## config.mk

```make
export PLATFORM = sky130hd
export DESIGN_NAME = vfirst_unit
export DESIGN_NICKNAME = d
export VERILOG_FILES = /design/src/verilog/vfirst_pkg.sv /design/src/verilog/vfirst_unit.sv /design/src/verilog/vfirst_reduce.sv /design/src/verilog/vfirst_bit.sv /design/src/verilog/mask_chunk_prep.sv /design/src/verilog/ctz.sv /design/src/verilog/ctz_tree.sv
export VERILOG_INCLUDE_DIRS = /design/src /design/src/verilog
export SDC_FILE = /design/constraint.sdc
export NUM_CORES = 1
export LEC_CHECK = 0
export ABC_AREA = 1
export BUFFER_PORTS_ARGS = -buffer_cell sky130_fd_sc_hd__clkbuf_2
export CAP_MARGIN = 20
export CORE_MARGIN = 4
export CORE_UTILIZATION = 49
export CTS_BUF_LIST = sky130_fd_sc_hd__clkbuf_4
export CTS_CLUSTER_DIAMETER = 60
export DETAILED_ROUTE_END_ITERATION = 6
export HOLD_SLACK_MARGIN = 0.03
export MAX_ROUTING_LAYER = met4
export PLACE_DENSITY = 0.84
export REMOVE_ABC_BUFFERS = 1
export SLEW_MARGIN = 10
export SYNTH_ARGS = -nofsm -noshare
export SYNTH_HDL_FRONTEND = slang
export SYNTH_SLANG_ARGS = --single-unit
```

## constraint.sdc

```tcl
create_clock -name clk -period 3.1 [get_ports clk]
set_input_delay 0.31 -clock clk [delete_from_list [all_inputs] [get_ports clk]]
set_output_delay 0.31 -clock clk [all_outputs]
set_load 0.005 [all_outputs]
```

## src/verilog/vfirst_settings.svh

```systemverilog
`ifndef VFIRST_SETTINGS_SVH
`define VFIRST_SETTINGS_SVH

// mask bits handled per chunk
`define VFIRST_CHUNK_W 64

// element index width, enough for 1024 mask elements
`define VFIRST_IDX_W 10

// vl needs one extra bit so that it can hold the full 1024
`define VFIRST_VL_W 11

// width of the scalar destination register
`define VFIRST_XLEN 64

`endif
```

## src/verilog/vfirst_pkg.sv

```systemverilog
`default_nettype none

`include "vfirst_settings.svh"

package vfirst_pkg;

  typedef logic [`VFIRST_CHUNK_W-1:0] chunk_t;
  typedef logic [`VFIRST_IDX_W-1:0] elem_idx_t;
  typedef logic [`VFIRST_VL_W-1:0] vl_t;

  // position of a chunk inside one instruction of at most 16 chunks of 64 bits
  typedef logic [`VFIRST_IDX_W-$clog2(`VFIRST_CHUNK_W)-1:0] chunk_num_t;

  // trailing-zero count whose top bit alone means the chunk is all zero
  typedef logic [$clog2(`VFIRST_CHUNK_W+1)-1:0] ctz_cnt_t;

  typedef logic [`VFIRST_XLEN-1:0] xlen_t;

  // one mask chunk together with its masking context
  typedef struct packed {
    chunk_t vs2;
    chunk_t v0;
    logic   vm;
    vl_t    vl;
    logic   last;
  } chunk_req_t;

  // per-chunk search result
  typedef struct packed {
    logic      found;
    elem_idx_t idx;
    logic      last;
  } hit_t;

endpackage

`default_nettype wire

```

## src/verilog/vfirst_unit.sv

```systemverilog
`timescale 1ns/1ps
`default_nettype none

// vfirst.m over a stream of mask chunks
// the result leaves two cycles after the last chunk of an instruction
module vfirst_unit (
  input  wire logic                    clk,
  input  wire logic                    rst,
  input  wire logic                    in_valid,
  input  wire vfirst_pkg::chunk_req_t  in_req,
  output logic                         out_valid,
  output vfirst_pkg::xlen_t            out_rd
);

  vfirst_pkg::chunk_t    prep_active;
  vfirst_pkg::elem_idx_t prep_base;
  logic                  prep_last;
  logic                  prep_valid;

  logic                  hit_valid;
  vfirst_pkg::hit_t      hit;

  // masking and tail clearing without a register
  mask_chunk_prep u_prep (
    .clk     (clk),
    .rst     (rst),
    .in_valid(in_valid),
    .in_req  (in_req),
    .active  (prep_active),
    .base    (prep_base),
    .last    (prep_last),
    .valid   (prep_valid)
  );

  // registered search for the first set bit of each chunk
  vfirst_bit u_bit (
    .clk      (clk),
    .rst      (rst),
    .in_valid (prep_valid),
    .in_idx   (prep_base),
    .in_m0    (prep_active),
    .in_last  (prep_last),
    .out_valid(hit_valid),
    .out_hit  (hit)
  );

  // registered merge of the hits across one instruction
  vfirst_reduce u_reduce (
    .clk      (clk),
    .rst      (rst),
    .hit_valid(hit_valid),
    .hit      (hit),
    .out_valid(out_valid),
    .out_rd   (out_rd)
  );

endmodule

`default_nettype wire

```

## src/verilog/vfirst_reduce.sv

```systemverilog
`timescale 1ns/1ps
`default_nettype none

// merges the per-chunk hits of one instruction into the vfirst result
module vfirst_reduce (
  input  wire logic              clk,
  input  wire logic              rst,
  input  wire logic              hit_valid,
  input  wire vfirst_pkg::hit_t  hit,
  output logic                   out_valid,
  output vfirst_pkg::xlen_t      out_rd
);

  logic                  seen_q;
  vfirst_pkg::elem_idx_t first_q;
  logic                  any_seen;
  vfirst_pkg::elem_idx_t first_idx;

  // chunks come lowest first, so a hit already seen always wins
  // over a hit in a later chunk
  always_comb begin
    any_seen  = seen_q | hit.found;
    first_idx = seen_q ? first_q : hit.idx;
  end

  always_ff @(posedge clk) begin
    if (rst) begin
      seen_q    <= 1'b0;
      out_valid <= 1'b0;
    end else begin
      out_valid <= hit_valid && hit.last;
      if (hit_valid) begin
        // the last chunk closes the instruction and the next one starts clean
        if (hit.last) begin
          seen_q <= 1'b0;
        end else begin
          seen_q <= any_seen;
        end
      end
    end
  end

  // first_q only matters while seen_q is set
  always_ff @(posedge clk) begin
    if (hit_valid) begin
      first_q <= first_idx;
      if (hit.last) begin
        if (any_seen) begin
          out_rd <= vfirst_pkg::xlen_t'(first_idx);
        end else begin
          // no active bit set anywhere, vfirst returns -1
          out_rd <= '1;
        end
      end
    end
  end

endmodule

`default_nettype wire

```

## src/verilog/vfirst_bit.sv

```systemverilog
`timescale 1ns/1ps
`default_nettype none

`include "vfirst_settings.svh"

// per-chunk stage that finds the first active bit and makes it absolute
module vfirst_bit (
  input  wire logic                   clk,
  input  wire logic                   rst,
  input  wire logic                   in_valid,
  input  wire vfirst_pkg::elem_idx_t  in_idx,
  input  wire vfirst_pkg::chunk_t     in_m0,
  input  wire logic                   in_last,
  output logic                        out_valid,
  output vfirst_pkg::hit_t            out_hit
);

  localparam int OFF_W = $clog2(`VFIRST_CHUNK_W);

  vfirst_pkg::ctz_cnt_t  count;
  logic                  valid_q;
  logic                  found_q;
  logic                  last_q;
  logic [OFF_W-1:0]      off_q;
  vfirst_pkg::elem_idx_t base_q;

  ctz #(
    .WIDTH(`VFIRST_CHUNK_W)
  ) u_ctz (
    .in (in_m0),
    .out(count)
  );

  // everything drops to zero in cycles without a chunk
  always_ff @(posedge clk) begin
    if (rst || !in_valid) begin
      valid_q <= 1'b0;
      found_q <= 1'b0;
      last_q  <= 1'b0;
      off_q   <= '0;
      base_q  <= '0;
    end else begin
      valid_q <= 1'b1;
      // the top bit of the count alone flags an empty chunk
      found_q <= ~count[OFF_W];
      last_q  <= in_last;
      off_q   <= count[OFF_W-1:0];
      base_q  <= in_idx;
    end
  end

  assign out_valid = valid_q;

  // the add is kept after the register so that the ctz tree has the cycle alone
  always_comb begin
    out_hit.found = found_q;
    out_hit.idx   = base_q + vfirst_pkg::elem_idx_t'(off_q);
    out_hit.last  = last_q;
  end

endmodule

`default_nettype wire

```

## src/verilog/mask_chunk_prep.sv

```systemverilog
`timescale 1ns/1ps
`default_nettype none

`include "vfirst_settings.svh"

// locates each chunk inside its instruction and clears the bits that
// do not take part in the search
module mask_chunk_prep (
  input  wire logic                    clk,
  input  wire logic                    rst,
  input  wire logic                    in_valid,
  input  wire vfirst_pkg::chunk_req_t  in_req,
  output vfirst_pkg::chunk_t           active,
  output vfirst_pkg::elem_idx_t        base,
  output logic                         last,
  output logic                         valid
);

  localparam int OFF_W = $clog2(`VFIRST_CHUNK_W);

  vfirst_pkg::chunk_num_t chunk_num;
  vfirst_pkg::chunk_t     in_range;

  // chunk number of the chunk on the input right now
  // it steps with every accepted chunk and restarts after the last one
  always_ff @(posedge clk) begin
    if (rst) begin
      chunk_num <= '0;
    end else if (in_valid) begin
      if (in_req.last) begin
        chunk_num <= '0;
      end else begin
        chunk_num <= chunk_num + 1'b1;
      end
    end
  end

  // chunks are a power of two wide, so the base is a plain shift
  assign base = {chunk_num, {OFF_W{1'b0}}};

  // tail bits at or above vl never count
  // base plus the bit offset stays below 1024, so vl_t cannot overflow here
  always_comb begin
    for (int i = 0; i < `VFIRST_CHUNK_W; i++) begin
      in_range[i] = (vfirst_pkg::vl_t'(base) + vfirst_pkg::vl_t'(i)) < in_req.vl;
    end
  end

  // with vm set the instruction is unmasked and v0 is ignored
  assign active = in_req.vs2 & in_range & (in_req.v0 | {`VFIRST_CHUNK_W{in_req.vm}});

  assign last  = in_req.last;
  assign valid = in_valid;

endmodule

`default_nettype wire

```

## src/verilog/ctz.sv

```systemverilog
`timescale 1ns/1ps
`default_nettype none

// count trailing zeros for any input width
// a result equal to WIDTH means no bit is set
module ctz #(
  parameter int WIDTH = 64
) (
  input  wire logic [WIDTH-1:0]            in,
  output logic      [$clog2(WIDTH+1)-1:0]  out
);

  // the largest power of two below WIDTH goes to the high side of the tree,
  // the rest to the low side, so L >= R always holds
  localparam int L = (WIDTH >= 2) ? 2 ** ($clog2(WIDTH) - 1) : 1;
  localparam int R = WIDTH - L;

  generate
    if (WIDTH >= 2) begin : g_tree
      ctz_tree #(
        .L(L),
        .R(R)
      ) u_tree (
        .left (in[WIDTH-1 -: L]),
        .right(in[R-1:0]),
        .out  (out)
      );
    end else begin : g_single
      // one bit needs no tree
      assign out = ~in[0];
    end
  endgenerate

endmodule

`default_nettype wire

```

## src/verilog/ctz_tree.sv

```systemverilog
`timescale 1ns/1ps
`default_nettype none

// trailing-zero count of the concatenation {left, right}
// right holds the least significant bits, left is a power of two at least as wide
module ctz_tree #(
  parameter int L = 8,
  parameter int R = 8
) (
  input  wire logic [L-1:0]               left,
  input  wire logic [R-1:0]               right,
  output logic      [$clog2(L+R+1)-1:0]   out
);

  localparam int LW = $clog2(L + 1);
  localparam int RW = $clog2(R + 1);
  localparam int OW = $clog2(L + R + 1);

  // the left side always splits into two equal powers of two
  localparam int L2 = L / 2;

  // the right side splits into a power of two on top and the remainder below,
  // which keeps the L >= R rule true in the child node
  localparam int RA = (R >= 2) ? 2 ** ($clog2(R) - 1) : 1;
  localparam int RB = R - RA;

  logic [LW-1:0] lcnt;
  logic [RW-1:0] rcnt;
  logic          right_zero;

  generate
    if (L >= 2) begin : g_left_node
      ctz_tree #(
        .L(L2),
        .R(L2)
      ) u_left (
        .left (left[L-1 -: L2]),
        .right(left[L2-1:0]),
        .out  (lcnt)
      );
    end else begin : g_left_leaf
      // a single bit has a count of one when clear and zero when set
      assign lcnt = ~left[0];
    end

    if (R >= 2) begin : g_right_node
      ctz_tree #(
        .L(RA),
        .R(RB)
      ) u_right (
        .left (right[R-1 -: RA]),
        .right(right[RB-1:0]),
        .out  (rcnt)
      );
    end else begin : g_right_leaf
      assign rcnt = ~right[0];
    end
  endgenerate

  // a count equal to the width of the right half means it had no set bit
  assign right_zero = (rcnt == RW'(R));

  // when the low half is empty the search continues into the high half,
  // so its count is shifted up by the width of the low half
  // with both halves empty this gives L+R, only the top bit of out
  assign out = right_zero ? (OW'(R) + OW'(lcnt)) : OW'(rcnt);

endmodule

`default_nettype wire

```

==> qor.txt <==
Synth Flop Type - edfxtp_1
CP max-delay cell - dfxtp_1
FMAX - 0.3760 GHz
Largest delay share family, worst path - simple AND/OR/NAND/NOR gates
leakage - 0.002686 uW
gpl congestion - 0.9655
fin crit period - 2.660 ns
first-pass GRT wire length - 19.67 mm
DR WL/cell - 13.31 um
Die X - 103.1 um
P&R area growth vs syn - 18.72%
CP max stage delay - 0.37 ns
synth top area cells - edfxtp_1, nand2_1, buf_4
Worst-Skew Late Latency - 0.35 ns
Hold-fix buffers, CTS - 0
post-synthesis sequential area ratio - 22.82%
vias in the first global route - 4469
count of final max-slew check failures - 0
hold path depth - 2
H-tree levels - 2
total track usage - 24.00%
antenna viol nets, final - 0
maximum vdd drop - 0.1505 mV
final WL - 12.67 mm
area leader, netlist - edfxtp_1
Worst-path clk slew - 0.13 ns
Crit path buffers/inverters - 1
Worst EP required - 3.37 ns
setup slack, reg-to-reg - 0.44 ns
RSZ-0062 raised after global routing - no
most frequent cell on the critical path - nand2_1
layout cells sized above 1 - 34.52%
CTS tree - yes
setup repair bufs after CTS - 0
CTS Buffer Depth - 2
worst r2r path cells - 14
EDFF count, synth - 21
FILL cells - 881
Hold Path Sink - u_bit.base_q[6]$_SDFF_PN0_
critical-path cell list - ha_1, nand2_1, nor2_4, buf_4, nand3_4, o211ai_1, nand2_1, nor2_1, nand2_1, nor2_4, nand2_1, nand2_1, nand2_1, a21oi_1
r2r startpoint - u_prep.chunk_num[2]$_SDFFE_PP0P_
critical path fanouts, max - 9
crit path DAT - 2.93 ns
Root Buffer - clkbuf_4
Mapped Cells - 687
pin count of the biggest net entering global routing - 55
Pwr Density - 268.2 mW/mm^2
worst reg2reg endpoint - u_bit.off_q[1]$_SDFF_PN0_
initial antenna violation count - 1
Iteration-0 DRC Markers - 210
Mean Syn Cell Area - 6.449 sq um
# resized after CTS - 0
io pins - 209
top cell type's share of synthesized area - 14.23%
routed via count - 4967
Initial Util - 50.56%
PnR Total Power - 1411 uW
Buffers on Ports - 208
part of the cycle the worst path needs - 85.80%
Hold Slack - 0.1880 ns
min-delay src - rst
# rows - 34
final hold viol count - 0
global route overflow - 0
Min-Delay Path Class - input pin to register
Final Skew - 0.01145 ns
dpl hpwl - 10.75 mm
Setup crit end kind - register
synth warn - 0
Pre-antenna DRT Iters - 4
Die ar. - 0.01063 sq mm
worst rel slew slack - 53.29%
# clock sinks - 40
critical path class - register to register
Vert. Die Dim - 103.1 um
fin nets - 992
DRC - 0
final core occ - 60.02%
core area - 0.008763 sq mm
Syn Std Cell Area - 0.004430 sq mm
critical path startpoint category - register
status - finished clean
setup TNS - 0 ns
final setup fails - 0
Slew @ Worst Pin - 0.7007 ns
vias per cell - 5.217
CTS Buf Count - 5
post-synth cell types - 44
FF+latch count, synth - 40
fraction of registers with async set/reset - 0%
maxcap violations - 0
==> cell families (layout without fill, tap and decap cells) <==
logic type               Yosys count  count (layout)  share of synthesized area (%)
AND/OR/NAND/NOR                  359             359                          38.52
AO/OA/AOI/OAI                    146             146                          20.25
buffers and inverters            136             292                          16.72
flip-flops                        40              40                          22.82
adder cells (fa/ha/maj)            6               6                          1.694
other                              0               1                              0
==> state kept, by name, summed over array words and instances (netlist names) <==
signal and flops:
u_reduce.out_rd 11, u_bit.base_q 4, u_bit.found_q 1, u_prep.chunk_num 4, u_reduce.first_q 10, u_bit.out_valid 1
u_bit.off_q 6, u_reduce.out_valid 1, u_reduce.seen_q 1, u_bit.last_q 1
==> worst register-to-register path: stages (launching register included) <==
cell      delay [ns]
dfxtp_1         0.37
ha_1            0.32
nand2_1         0.09
nor2_4          0.27
buf_4           0.24
nand3_4         0.11
o211ai_1        0.23
nand2_1         0.11
nor2_1          0.19
nand2_1         0.15
nor2_4          0.19
nand2_1         0.09
nand2_1         0.06
nand2_1         0.04
a21oi_1         0.14
==> Yosys cell counts (7+ instances only) <==
library cell	n
edfxtp_1	21
inv_2	17
a21oi_1	24
nand2_1	163
buf_4	56
dfxtp_1	19
nand2_2	10
nor3_1	7
o21a_1	25
inv_1	45
nor2_4	10
clkinv_1	7
o21ai_1	11
nor2_1	77
o21bai_1	16
nand3_1	50
o21ai_0	48
nand4_1	12
==> per-layer routing <==
layer,share of wire (%),track usage [%],up-vias
met2,48,41.00,246
li1,-,-,2541
met4,3.6,9.960,0
met1,39,29.17,2150
met5,0,-,-
met3,9.0,1.759,30
==> cells in the final DEF (no fill, tap or decap), drive strengths merged <==
cell type	n
ha	6
a21bo	1
a21oi	27
nor4	1
nor3	9
nand3b	3
nand2	175
edfxtp	21
diode	1
bufinv	1
o211ai	6
nand3	57
clkinv	8
o21bai	18
a211oi	1
or2	7
nor2	94
nand4	13
clkbuf	213
o21ai	61
o22ai	4
o21a	25
a21o	1
inv	64
dfxtp	19
a31oi	2
buf	6
==> worst max path at each step <==
stage	slack, ns	startpoint	depth (start not counted)	end
2_1_floorplan	0.60	in_req[9]	14	u_bit.off_q[3]$_SDFF_PN0_
3_3_place_gp	0.49	in_req[9]	16	u_bit.off_q[4]$_SDFF_PN0_
3_5_place_dp	0.42	in_req[9]	16	u_bit.off_q[1]$_SDFF_PN0_
4_1_cts	0.45	u_prep.chunk_num[2]$_SDFFE_PP0P_	14	u_bit.off_q[1]$_SDFF_PN0_
5_1_grt	0.19	u_prep.chunk_num[0]$_SDFFE_PP0P_	17	u_bit.off_q[0]$_SDFF_PN0_
6_report	0.44	u_prep.chunk_num[2]$_SDFFE_PP0P_	14	u_bit.off_q[1]$_SDFF_PN0_
==> layout make-up <==
| class | count | area, sq um | share of cell area, % |
|---|---|---|---|
| inverter | 70 | 264.0 | 5.019 |
| sequential | 40 | 1011 | 19.22 |
| timing repair buffer | 214 | 1086 | 20.65 |
| multi-input combinational | 511 | 2679 | 50.93 |
| tap | 108 | 135.1 | 2.569 |
| clock buffer | 5 | 37.54 | 0.7136 |
| antenna | 1 | 2.502 | 0.04757 |
| clock inverter | 3 | 45.04 | 0.8563 |
==> stage by stage <==
stage                     worst slack [ns]  std cells  cell area (sq um)
after global placement              0.4904        943               5175
after CTS                           0.4460        951               5258
after floorplan                     0.5990        621               3954
final                               0.4402        952               5260
after detailed placement            0.4243        943               5175
after global routing                0.1904        952               5260
==> report_power, final <==
group	leakage, uW	internal, uW	total, uW	switching, uW
logic	0.00229	196	481	285
registers	0.000349	572	583	10.3
clock network	0.0000461	173	347	174
(Power assumes the default switching activity.)
